===== src/hw/video_cfg_pkg.sv =====
package video_cfg_pkg;

    // Colour depth as delivered by the game core
    localparam int GAME_CW = 4;

    // One extra bit of headroom after the bandwidth filter.
    // The sum of two game pixels needs exactly one more bit.
    localparam int ANA_CW = GAME_CW + 1;

    // Final per-channel width on the video output
    localparam int OUT_CW = 8;

endpackage


===== src/hw/video_beat_pkg.sv =====
package video_beat_pkg;

    import video_cfg_pkg::*;

    // Timing flags of one pixel with active-low blanking
    typedef struct packed {
        logic hs;
        logic vs;
        logic lhbl;
        logic lvbl;
    } sync_t;

    typedef struct packed {
        logic [GAME_CW-1:0] r;
        logic [GAME_CW-1:0] g;
        logic [GAME_CW-1:0] b;
    } game_rgb_t;

    // Filtered colour
    typedef struct packed {
        logic [ANA_CW-1:0] r;
        logic [ANA_CW-1:0] g;
        logic [ANA_CW-1:0] b;
    } ana_rgb_t;

    typedef struct packed {
        logic [OUT_CW-1:0] r;
        logic [OUT_CW-1:0] g;
        logic [OUT_CW-1:0] b;
    } out_rgb_t;

    // Raw beat from the game
    typedef struct packed {
        game_rgb_t rgb;
        sync_t     sync;
    } game_beat_t;

    typedef struct packed {
        game_rgb_t rgb;
        sync_t     sync;
        logic      de;
    } cap_beat_t;

    typedef struct packed {
        ana_rgb_t rgb;
        sync_t    sync;
        logic     de;
    } ana_beat_t;

    typedef struct packed {
        out_rgb_t rgb;
        sync_t    sync;
        logic     de;
    } out_beat_t;

endpackage


===== src/hw/video_bw_filter.sv =====
module video_bw_filter (
    input  logic                      clk_sys,
    input  logic                      reset,
    input  logic                      bw_en,

    input  logic                      in_valid,
    output logic                      in_ready,
    input  video_beat_pkg::cap_beat_t  in_beat,

    output logic                      out_valid,
    input  logic                      out_ready,
    output video_beat_pkg::ana_beat_t  out_beat
);

    import video_cfg_pkg::*;
    import video_beat_pkg::*;

    game_rgb_t prev_rgb;
    ana_beat_t next_beat;
    logic      accept;

    // Two-tap average without the divide, or plain doubling when bypassed.
    // Both paths land on the same scale so brightness does not jump.
    function automatic logic [ANA_CW-1:0] filt_ch(
        input logic [GAME_CW-1:0] cur,
        input logic [GAME_CW-1:0] prev,
        input logic               en
    );
        logic [ANA_CW-1:0] sum;
        logic [ANA_CW-1:0] dbl;
        sum = ANA_CW'(cur) + ANA_CW'(prev);
        dbl = {cur, 1'b0};
        return en ? sum : dbl;
    endfunction

    assign in_ready = !out_valid || out_ready;
    assign accept   = in_valid && in_ready;

    always_comb begin
        next_beat.rgb.r = filt_ch(in_beat.rgb.r, prev_rgb.r, bw_en);
        next_beat.rgb.g = filt_ch(in_beat.rgb.g, prev_rgb.g, bw_en);
        next_beat.rgb.b = filt_ch(in_beat.rgb.b, prev_rgb.b, bw_en);
        next_beat.sync  = in_beat.sync;
        next_beat.de    = in_beat.de;
    end

    // Previous pixel follows accepted beats only.
    // Blank pixels arrive as zero, so each line starts from black.
    always_ff @(posedge clk_sys) begin
        if (reset) begin
            out_valid <= 1'b0;
            prev_rgb  <= '0;
        end else begin
            if (accept) begin
                out_valid <= 1'b1;
                prev_rgb  <= in_beat.rgb;
            end else if (out_ready) begin
                out_valid <= 1'b0;
            end
        end
    end

    always_ff @(posedge clk_sys) begin
        if (accept) begin
            out_beat <= next_beat;
        end
    end

endmodule


===== src/hw/video_capture.sv =====
module video_capture (
    input  logic                      clk_sys,
    input  logic                      reset,

    input  logic                      in_valid,
    output logic                      in_ready,
    input  video_beat_pkg::game_beat_t in_beat,

    output logic                      out_valid,
    input  logic                      out_ready,
    output video_beat_pkg::cap_beat_t  out_beat
);

    import video_beat_pkg::*;

    cap_beat_t next_beat;
    logic      accept;

    // Single slot that is free when empty or draining this cycle
    assign in_ready = !out_valid || out_ready;
    assign accept   = in_valid && in_ready;

    // Data enable only inside the visible area
    always_comb begin
        next_beat.sync = in_beat.sync;
        next_beat.de   = in_beat.sync.lhbl && in_beat.sync.lvbl;
        if (next_beat.de) begin
            next_beat.rgb = in_beat.rgb;
        end else begin
            // Black during blanking
            next_beat.rgb = '0;
        end
    end

    always_ff @(posedge clk_sys) begin
        if (reset) begin
            out_valid <= 1'b0;
        end else if (accept) begin
            out_valid <= 1'b1;
        end else if (out_ready) begin
            out_valid <= 1'b0;
        end
    end

    always_ff @(posedge clk_sys) begin
        if (accept) begin
            out_beat <= next_beat;
        end
    end

endmodule


===== src/hw/video_color_expand.sv =====
module video_color_expand (
    input  logic                      clk_sys,
    input  logic                      reset,

    input  logic                      in_valid,
    output logic                      in_ready,
    input  video_beat_pkg::ana_beat_t  in_beat,

    output logic                      out_valid,
    input  logic                      out_ready,
    output video_beat_pkg::out_beat_t  out_beat
);

    import video_cfg_pkg::*;
    import video_beat_pkg::*;

    out_beat_t next_beat;
    logic      accept;

    // Fill the low bits with the top bits so full scale maps to full scale
    function automatic logic [OUT_CW-1:0] expand_ch(input logic [ANA_CW-1:0] ch);
        return {ch, ch[ANA_CW-1 -: OUT_CW-ANA_CW]};
    endfunction

    assign in_ready = !out_valid || out_ready;
    assign accept   = in_valid && in_ready;

    always_comb begin
        next_beat.rgb.r = expand_ch(in_beat.rgb.r);
        next_beat.rgb.g = expand_ch(in_beat.rgb.g);
        next_beat.rgb.b = expand_ch(in_beat.rgb.b);
        next_beat.sync  = in_beat.sync;
        next_beat.de    = in_beat.de;
    end

    always_ff @(posedge clk_sys) begin
        if (reset) begin
            out_valid <= 1'b0;
        end else if (accept) begin
            out_valid <= 1'b1;
        end else if (out_ready) begin
            out_valid <= 1'b0;
        end
    end

    always_ff @(posedge clk_sys) begin
        if (accept) begin
            out_beat <= next_beat;
        end
    end

endmodule


===== src/hw/video_out_top.sv =====
module video_out_top (
    input  logic                      clk_sys,
    input  logic                      reset,
    input  logic                      bw_en,

    input  logic                      game_valid,
    output logic                      game_ready,
    input  video_beat_pkg::game_beat_t game_beat,

    output logic                      out_valid,
    input  logic                      out_ready,
    output video_beat_pkg::out_beat_t  out_beat
);

    import video_beat_pkg::*;

    logic      cap_valid;
    logic      cap_ready;
    cap_beat_t cap_beat;

    logic      ana_valid;
    logic      ana_ready;
    ana_beat_t ana_beat;

    // Blanking capture
    video_capture u_capture (
        .clk_sys   ( clk_sys    ),
        .reset     ( reset      ),
        .in_valid  ( game_valid ),
        .in_ready  ( game_ready ),
        .in_beat   ( game_beat  ),
        .out_valid ( cap_valid  ),
        .out_ready ( cap_ready  ),
        .out_beat  ( cap_beat   )
    );

    // Limited bandwidth for the video signal
    video_bw_filter u_bw_filter (
        .clk_sys   ( clk_sys    ),
        .reset     ( reset      ),
        .bw_en     ( bw_en      ),
        .in_valid  ( cap_valid  ),
        .in_ready  ( cap_ready  ),
        .in_beat   ( cap_beat   ),
        .out_valid ( ana_valid  ),
        .out_ready ( ana_ready  ),
        .out_beat  ( ana_beat   )
    );

    // 15bpp to 24bpp
    video_color_expand u_color_expand (
        .clk_sys   ( clk_sys    ),
        .reset     ( reset      ),
        .in_valid  ( ana_valid  ),
        .in_ready  ( ana_ready  ),
        .in_beat   ( ana_beat   ),
        .out_valid ( out_valid  ),
        .out_ready ( out_ready  ),
        .out_beat  ( out_beat   )
    );

endmodule


===== config.mk =====
export PLATFORM = sky130hd
export DESIGN_NAME = video_out_top
export DESIGN_NICKNAME = d
export VERILOG_FILES = /design/src/hw/video_cfg_pkg.sv /design/src/hw/video_beat_pkg.sv /design/src/hw/video_bw_filter.sv /design/src/hw/video_capture.sv /design/src/hw/video_color_expand.sv /design/src/hw/video_out_top.sv
export SDC_FILE = /design/constraint.sdc
export NUM_CORES = 1
export LEC_CHECK = 0
export ABC_CLOCK_PERIOD_IN_PS = 2700
export BUFFER_PORTS_ARGS = -buffer_cell sky130_fd_sc_hd__buf_2
export CAP_MARGIN = 20
export CORE_MARGIN = 1.5
export CORE_UTILIZATION = 51
export DETAILED_ROUTE_END_ITERATION = 10
export HOLD_SLACK_MARGIN = 0.08
export PLACE_DENSITY = 0.71
export SYNTH_ARGS = -nofsm -noshare
export SYNTH_HDL_FRONTEND = slang
export SYNTH_SLANG_ARGS = --single-unit
export TNS_END_PERCENT = 1

===== constraint.sdc =====
create_clock -name clk_sys -period 2.7 [get_ports clk_sys]
set_input_delay 0 -clock clk_sys [delete_from_list [all_inputs] [get_ports clk_sys]]
set_output_delay 0 -clock clk_sys [all_outputs]
set_load 0.01 [all_outputs]

==> impl_metrics.ini, run 1 <==
[logic_synthesis]
avgSynthCellArea_um2 = 13.5
yosysSeqAreaShare = 0.640
yosysTopAreaCell = edfxtp_1
yosysUniqueCellTypes = 28
synth_commonest_cells = 57 x edfxtp_1, 24 x nand2b_1, 17 x inv_1, 15 x dfxtp_1
yosys_most_used_dff = edfxtp_1
post-synth-top-count-cell = edfxtp_1
synth_cells = 233
synth_edf_count = 57
synthesis.nets = 269
synthTopCellsByArea = edfxtp_1 54%, dfxtp_1 9.6%, ha_1 4.8%
synth_top_area_share = 0.545
synthArstFlopShare = 0
ys_warn_count = 0
synth.ff_latch_count = 72
netlist_area_um2 = 3140

[clock_network]
ctsHtreeMaxLevel = 3
worst_skew_pair.late_latency_ps = 340
clockRootBuffer = clkbuf_8
cts_tree = yes
post_cts_buffers = 0
clock_path_buffers = 2
ctsResizeCount = 0
cts_made_buffers = 9
hold_buffers = 21
clk_pin_slew_worst_paths_ps = 70
clock-sinks = 72

[power_and_ir_drop]
switching_share = 0.188
power_leakage_nw = 1.57
pwr-share-clk = 0.448
worst_ir_drop_vdd_v = 0.000480
share_seq_of_total_power = 0.472
p_sw_uw = 514
powerDensity_nw_per_um2 = 701
comb_power_share = 0.081
intPower_mw = 2.23

[placement]
dp_hpwl_um = 3120
gp_congestion = 0.739
port-buffer-count = 51
dp.cells = 344
pre_cts_slack_ps = 1080

[global_route]
grt_max_degree = 37
grtUsageMet3 = 0.0467
grtUsageTotal = 0.169
grt_pass1_vias = 1821
globalRoute.busiestLayer = met2
use_met1 = 0.201
grt_pass1_wl_um = 8020
antenna_found_initial = 0
use_met2 = 0.265
grt_overflow_total = 0

[die]
die_w_um = 81.5
start_util = 0.531
rows = 28
chipHeight_um = 81.5
coreArea_um2 = 5920
pin_count = 52
die_area_um2 = 6640

[sta]
final.period_utilization = 0.616
rsz0062_at_grt = no
worstMarginPinSlew_ps = 528
hold_viol = 0
finalSetupViolations = 0
finalSetupTns_ps = 0
slew_viol_final = 0
setup_ws_ps = 1040
fmax_ghz = 0.601
post-route-min-period_ps = 1660
slew_headroom = 0.648
clock_skew_ps = 4.30

[worst_setup_path]
cpPeakStageDelay_ps = 390
worstSetupStartpointType = register
worst_r2r_path_depth = 6
cp.arrival_ps = 1820
path_cells = ha_1 > inv_1 > fa_1 > nor2b_1 > o21ai_0 > a31oi_1
crit_type = reg2reg
critPathCaptureType = register
critPathMaxFanout = 3
crit_cells = 6
path_delay_family = adder cells
cp_slowest_cell = edfxtp_1
critPathBufInv = 1
crit_required_ps = 2860

[cells_and_area]
drive_gt1_frac = 0.242
stdcell_count = 381
diodes = 0
final_nets = 337
final_util = 0.660
area_growth_pct = 24.4
nFillCells = 438

[job]
cap_violations = 0

[detailed_routing]
vias = 1887
dr.first_iter.drc_count = 100
wirelength_um = 4830
vias_per_cell = 4.95
first_pass_iters = 4
drtAntennaViolNets = 0
wire_per_inst_um = 12.7
drc_errors = 0

[hold_path]
hold_path.class = in2reg
whs_path_depth = 2

[run_status]
status = completed
## path summary, 6_finish.rpt
| check | slack, ps | to | from |
|---|---|---|---|
| setup / recovery | 1040 | u_bw_filter.out_beat[9]$_DFFE_PP_ | u_capture.out_beat[5]$_SDFFCE_PN0P_ |
| hold reg to reg | 420 | u_color_expand.out_beat[18]$_DFFE_PP_ | u_bw_filter.out_beat[12]$_DFFE_PP_ |
| setup reg to reg | 1040 | u_bw_filter.out_beat[9]$_DFFE_PP_ | u_capture.out_beat[5]$_SDFFCE_PN0P_ |
| hold / removal | 260 | u_bw_filter.out_beat[11]$_DFFE_PP_ | bw_en |
## layout by cell type (no fill, tap or decap), drive strengths merged
master       instances
and3                12
and2                 4
and3b                1
ha                  12
buf                 55
nand4b               3
dfxtp               15
a21oi                9
a21boi               1
edfxtp              57
a31oi                3
a311oi               3
xnor2                3
mux2i               12
nor4bb               3
clkbuf              11
bufinv               5
inv                 17
nand2                7
nand2b              24
o21ai                6
nor2b                7
nor2                 9
dlygate4sd3         21
fa                   3
o311ai               3
## power by group through the flow
stage          clock network, mW  logic [mW]  registers [mW]
6_report                    1.23       0.221            1.29
5_1_grt                     1.30       0.251            1.30
4_1_cts                     1.25       0.222            1.29
3_5_place_dp                   0       0.197            1.32
3_3_place_gp                   0       0.188            1.32
2_1_floorplan                  0       0.145            1.31
## through the flow
stage	power [mW]	hold WS (ps)	cell area, µm²
4_1_cts	2.77	243	3910
5_1_grt	2.85	291	3910
3_5_place_dp	1.51	179	3400
2_1_floorplan	1.46	98.9	3140
3_3_place_gp	1.50	181	3400
6_report	2.74	259	3910
## cells by family (layout without fill, tap and decap cells)
group	after synthesis	in the layout	synth area share
DFF	72	72	0.640
and+or+nand+nor	70	70	0.135
buffers and inverters	36	109	0.0625
AOI/OAI and AO/OA	25	25	0.0490
adders and majority gates	15	15	0.0669
muxes	12	12	0.0382
xor gates and xnor gates	3	3	0.00836
## registers in the layout, indices dropped and copies added, names as in the netlist
name and count:
u_bw_filter.out_beat 20, u_color_expand.out_beat 20, u_capture.out_beat 17, u_bw_filter.prev_rgb 12
u_bw_filter.out_valid 1, u_capture.out_valid 1, u_color_expand.out_valid 1
## final cells by class
type / instances / area [µm²] / share of cell area
flip-flops and latches: 72 / 2010 / 0.515
multi-input cells: 125 / 942 / 0.241
repair buffers: 76 / 495 / 0.127
clock buffers: 11 / 151 / 0.0387
clock inverters: 5 / 150 / 0.0384
well taps: 75 / 93.8 / 0.0240
inverters: 17 / 63.8 / 0.0163
## routing by layer
metal | vias up | wire length (µm)
met5 | - | 0
met4 | 0 | 136
met3 | 11 | 236
met2 | 62 | 2240
met1 | 864 | 2210
li1 | 950 | -
(Power assumes the default switching activity.)
==> inputs of run 2 (changes only) <==
--- a/config.mk
+++ b/config.mk
@@ -5,7 +5,7 @@
 export SDC_FILE = /design/constraint.sdc
 export NUM_CORES = 1
 export LEC_CHECK = 0
-export ABC_CLOCK_PERIOD_IN_PS = 2700
+export ABC_CLOCK_PERIOD_IN_PS = 1670
 export BUFFER_PORTS_ARGS = -buffer_cell sky130_fd_sc_hd__buf_2
 export CAP_MARGIN = 20
 export CORE_MARGIN = 1.5
==> constraint.sdc (replaced) <==
create_clock -name clk_sys -period 1.67 [get_ports clk_sys]
set_input_delay 0 -clock clk_sys [delete_from_list [all_inputs] [get_ports clk_sys]]
set_output_delay 0 -clock clk_sys [all_outputs]
set_load 0.01 [all_outputs]
==> impl_metrics.ini, run 2 (synthesis gave the netlist of run 1 again) <==
[worst_setup_path]
critPathMaxFanout = 5
path_delay_family = flip-flops
crit_type = reg2reg
cpPeakStageDelay_ps = 420
crit_required_ps = 1750
cp_slowest_cell = edfxtp_1
critPathBufInv = 0
path_cells = ha_1 > nor4bb_1 > a311oi_1 > o311ai_1
ff2ff_setup_slack_ps = 100
critPathCaptureType = register
cp.arrival_ps = 1650
worstSetupStartpointType = register

[sta]
rsz0062_at_grt = no
post-route-min-period_ps = 1570
clock_skew_ps = 9.94
finalSetupViolations = 0
slew_viol_final = 0
slew_headroom = 0.766
hold_viol = 0
fmax_ghz = 0.636
worstMarginPinSlew_ps = 348
final.period_utilization = 0.941
hold_ws_ps = 156

[cells_and_area]
biggestRegsByFlops = u_bw_filter.out_beat: 20 flops, u_color_expand.out_beat: 20 flops, u_capture.out_beat: 17 flops
final_nets = 339
diodes = 0
drive_gt1_frac = 0.260
stdcell_count = 383
nFillCells = 450
area_growth_pct = 23.3
final_util = 0.654
final_cell_mix = 57 x edfxtp_1, 51 x buf_2, 24 x nand2b_1, 21 x dlygate4sd3_1, 17 x inv_1
layout.cells.most_common = edfxtp_1

[clock_network]
clock-sinks = 72
clockRootBuffer = clkbuf_8
cts_tree = yes
clk_pin_slew_worst_paths_ps = 70
cts_made_buffers = 9
clock_path_buffers = 2
ctsHtreeMaxLevel = 3
worst_skew_pair.late_latency_ps = 350

[die]
die_w_um = 81.5
chipHeight_um = 81.5
pin_count = 52
die_area_um2 = 6640
rows = 28
coreArea_um2 = 5920
start_util = 0.531

[job]
cap_violations = 0

[global_route]
grt_overflow_total = 0
antenna_found_initial = 0
grt_max_degree = 33
grt_pass1_vias = 1728
grt_pass1_wl_um = 7710
grtUsageTotal = 0.160

[detailed_routing]
dr.first_iter.drc_count = 84
drtAntennaViolNets = 0
wirelength_um = 4800
vias = 1891
drc_errors = 0
vias_per_cell = 4.94
first_pass_iters = 4
wire_per_inst_um = 12.5

[placement]
dp_hpwl_um = 3200
port-buffer-count = 51
gp_congestion = 0.763
dp.cells = 345

[power_and_ir_drop]
share_seq_of_total_power = 0.538
p_sw_uw = 842
power.total_mw = 3.89
comb_power_share = 0.095
switching_share = 0.217
intPower_mw = 3.05
powerDensity_nw_per_um2 = 1000
power_leakage_nw = 1.54
worst_ir_drop_vdd_v = 0.000570
pwr-share-clk = 0.368

[hold_path]
hold_path.class = in2reg

[run_status]
status = completed
run 2: changes by cell type in the layout (fill, tap and decap cells not counted), sizes merged:
cell / delta
bufinv: -4
clkinvlp: +1
buf: +2
clkinv: +2
clkbuf: +1
run 2: area by class of cell:
type / instances / area, µm² / area share
clock buffers: 12 / 165 / 0.0426
clock inverters: 4 / 51.3 / 0.0132
inverters: 17 / 63.8 / 0.0165
multi-input cells: 125 / 953 / 0.246
flip-flops and latches: 72 / 2010 / 0.519
well taps: 75 / 93.8 / 0.0242
repair buffers: 78 / 536 / 0.138
run 2: path summary, 6_finish.rpt:
path | start | end | cells after the start
hold / removal | bw_en | u_bw_filter.out_beat[17]$_DFFE_PP_ | 2
hold reg to reg | u_bw_filter.out_beat[9]$_DFFE_PP_ | u_color_expand.out_beat[7]$_DFFE_PP_ | 0
setup / recovery | u_capture.out_beat[12]$_SDFFCE_PN0P_ | u_bw_filter.out_beat[13]$_DFFE_PP_ | 4
setup reg to reg | u_capture.out_beat[12]$_SDFFCE_PN0P_ | u_bw_filter.out_beat[13]$_DFFE_PP_ | 4
run 2: power groups by stage:
stage	combinational [mW]	sequential, mW	clock [mW]
2_1_floorplan	0.234	2.13	0
3_3_place_gp	0.318	2.13	0
5_1_grt	0.413	2.10	1.53
6_report	0.368	2.09	1.43
3_5_place_dp	0.330	2.13	0
4_1_cts	0.368	2.09	1.46
run 2: metrics by stage:
stage	setup slack (ps)	setup TNS [ps]	cell area, µm²
global placement	63.4	0	3430
global route	2.33	0	3870
detailed placement	87.5	0	3430
floorplan	-82.3	-1650	3150
CTS	61.5	0	3860
finish	97.7	0	3870
run 2: layer usage:
metal / global-route usage / wire length [µm] / share of wire / vias up
met4: 0.0983 / 124 / 0.026 / 0
met3: 0.0344 / 256 / 0.053 / 12
met5: 0 / 0 / 0 / -
li1: - / - / - / 961
met2: 0.244 / 2140 / 0.44 / 61
met1: 0.208 / 2280 / 0.48 / 857
run 2: repair_timing:
action                                  CTS  global route
hold buffers                             21             0
endpoints found under the hold margin    19             0
endpoints found under the setup margin    0             3
resized for setup                         0             3
setup buffers                             0             1
==> inputs of run 3 (changes only) <==
--- a/config.mk
+++ b/config.mk
@@ -5,14 +5,14 @@
 export SDC_FILE = /design/constraint.sdc
 export NUM_CORES = 1
 export LEC_CHECK = 0
-export ABC_CLOCK_PERIOD_IN_PS = 1670
+export ABC_CLOCK_PERIOD_IN_PS = 1800
 export BUFFER_PORTS_ARGS = -buffer_cell sky130_fd_sc_hd__buf_2
 export CAP_MARGIN = 20
 export CORE_MARGIN = 1.5
-export CORE_UTILIZATION = 51
+export CORE_UTILIZATION = 56
 export DETAILED_ROUTE_END_ITERATION = 10
 export HOLD_SLACK_MARGIN = 0.08
-export PLACE_DENSITY = 0.71
+export PLACE_DENSITY = 0.77
 export SYNTH_ARGS = -nofsm -noshare
 export SYNTH_HDL_FRONTEND = slang
 export SYNTH_SLANG_ARGS = --single-unit
==> constraint.sdc (replaced) <==
create_clock -name clk_sys -period 1.8 [get_ports clk_sys]
set_input_delay 0 -clock clk_sys [delete_from_list [all_inputs] [get_ports clk_sys]]
set_output_delay 0 -clock clk_sys [all_outputs]
set_load 0.01 [all_outputs]
==> impl_metrics.ini, run 3 (synthesis gave the netlist of run 1 again) <==
[sta]
hold_ws_ps = 266
worstMarginPinSlew_ps = 541
finalSetupViolations = 0
post-route-min-period_ps = 1630
slew_headroom = 0.639
final.period_utilization = 0.903
setup_ws_ps = 174
rsz0062_at_grt = no
hold_viol = 0
clock_skew_ps = 4.51
slew_viol_final = 0
fmax_ghz = 0.615

[die]
rows = 27
start_util = 0.574
coreArea_um2 = 5470
chipHeight_um = 77.9
die_w_um = 77.9
pin_count = 52
die_area_um2 = 6070

[hold_path]
min_from = bw_en
whs_path_depth = 2
hold_path.class = in2reg

[cells_and_area]
final_area_um2 = 3750
area_growth_pct = 19.4
regArea_um2 = 2010
layout.cells.most_common = edfxtp_1
final_util = 0.686
biggestRegsByFlops = u_bw_filter.out_beat: 20 flops, u_color_expand.out_beat: 20 flops, u_capture.out_beat: 17 flops
final_cell_mix = 57 x edfxtp_1, 51 x buf_2, 24 x nand2b_1, 20 x dlygate4sd3_1, 17 x inv_1
diodes = 0
final_nets = 335
nFillCells = 433
drive_gt1_frac = 0.227
multi_input_area_um2 = 942

[worst_setup_path]
worstSetupStartpointType = register
r2r_start = u_capture.out_beat[16]$_SDFFCE_PN0P_
cpPeakStageDelay_ps = 420
critPathMaxFanout = 5
crit_start = u_capture.out_beat[16]$_SDFFCE_PN0P_
cp.arrival_ps = 1690
crit_required_ps = 1860
critPathCaptureType = register
cp_slowest_cell = edfxtp_1
crit_type = reg2reg
worst_r2r_path_depth = 4
path_cells = ha_1 > nor4bb_1 > a311oi_1 > o311ai_1

[clock_network]
cts_made_buffers = 9
clock_path_buffers = 2
worst_skew_pair.late_latency_ps = 330
hold_buffers = 20
clock-sinks = 72
post_cts_buffers = 0
clk_pin_slew_worst_paths_ps = 70
ctsHtreeMaxLevel = 3
ctsResizeCount = 0
cts_tree = yes
clockRootBuffer = clkbuf_8

[detailed_routing]
wirelength_um = 4870
vias_per_cell = 4.96
top_layer = met4
wl_met3_um = 185
wire_per_inst_um = 12.9
drc_errors = 0
wl_met1_um = 2260
dr.first_iter.drc_count = 73
vias = 1866
first_pass_iters = 4
drtAntennaViolNets = 0
met2_wirelength_um = 2310

[global_route]
grt_overflow_total = 0
grt_pass1_vias = 1797
antenna_found_initial = 0
grt_max_degree = 37
grt_pass1_wl_um = 8150
grtUsageTotal = 0.181

[placement]
port-buffer-count = 51
pre_cts_slack_ps = 187
dp_hpwl_um = 3160
place_area_um2 = 3400
gp_congestion = 0.725

[power_and_ir_drop]
comb_power_share = 0.101
share_seq_of_total_power = 0.590
p_sw_uw = 745
power_leakage_nw = 1.50
power.total_mw = 3.29
switching_share = 0.227
intPower_mw = 2.54
powerDensity_nw_per_um2 = 876
worst_ir_drop_vdd_v = 0.000626
pwr-share-clk = 0.309

[run_status]
status = completed

[job]
cap_violations = 0
[run 3: cell types whose count changed in the layout (fill, tap and decap cells not counted), moves of 2 or more]
cell      delta
clkbuf_8     -3
fa_2         -2
clkinv_1     +3
buf_4        -2
fa_1         +2
clkinv_2     +2
[run 3: per-layer routing]
metal | up-vias | GRT usage
li1 | 949 | -
met1 | 859 | 0.218
met2 | 48 | 0.306
met3 | 10 | 0.0353
met4 | 0 | 0.0982
met5 | - | 0
[run 3: cell type report]
class,instances,area share
clock buffer,10,0.0340
clock inverter,6,0.00700
inverter,17,0.0170
multi-input combinational,125,0.251
sequential,72,0.536
tap,72,0.0240
timing repair buffer,74,0.131
[run 3: power by group through the flow]
stage / registers [mW] / clock network, mW / logic [mW]
after floorplan: 1.97 / 0 / 0.217
after global placement: 1.97 / 0 / 0.286
after detailed placement: 1.98 / 0 / 0.300
after CTS: 1.94 / 1.04 / 0.334
after global routing: 1.95 / 1.10 / 0.374
final: 1.94 / 1.01 / 0.333
[run 3: critical path: cells and delay by family (launching register included)]
kind | cells | cell delay, ps
AO/OA/AOI/OAI | 2 | 390
flip-flops | 1 | 420
AND/OR/NAND/NOR | 1 | 160
adder cells (fa/ha/maj) | 1 | 380
[run 3: worst paths after layout]
path	endpoint	slack, ps
max	u_bw_filter.out_beat[18]$_DFFE_PP_	170
min	u_bw_filter.out_beat[11]$_DFFE_PP_	270
max reg2reg	u_bw_filter.out_beat[18]$_DFFE_PP_	170
min reg2reg	u_color_expand.out_beat[19]$_DFFE_PP_	420
[run 3: stage by stage]
step / std cells / TNS, ps
finish: 376 / 0
global route: 376 / 0
CTS: 376 / 0
detailed placement: 340 / 0
global placement: 340 / 0
floorplan: 233 / -1200
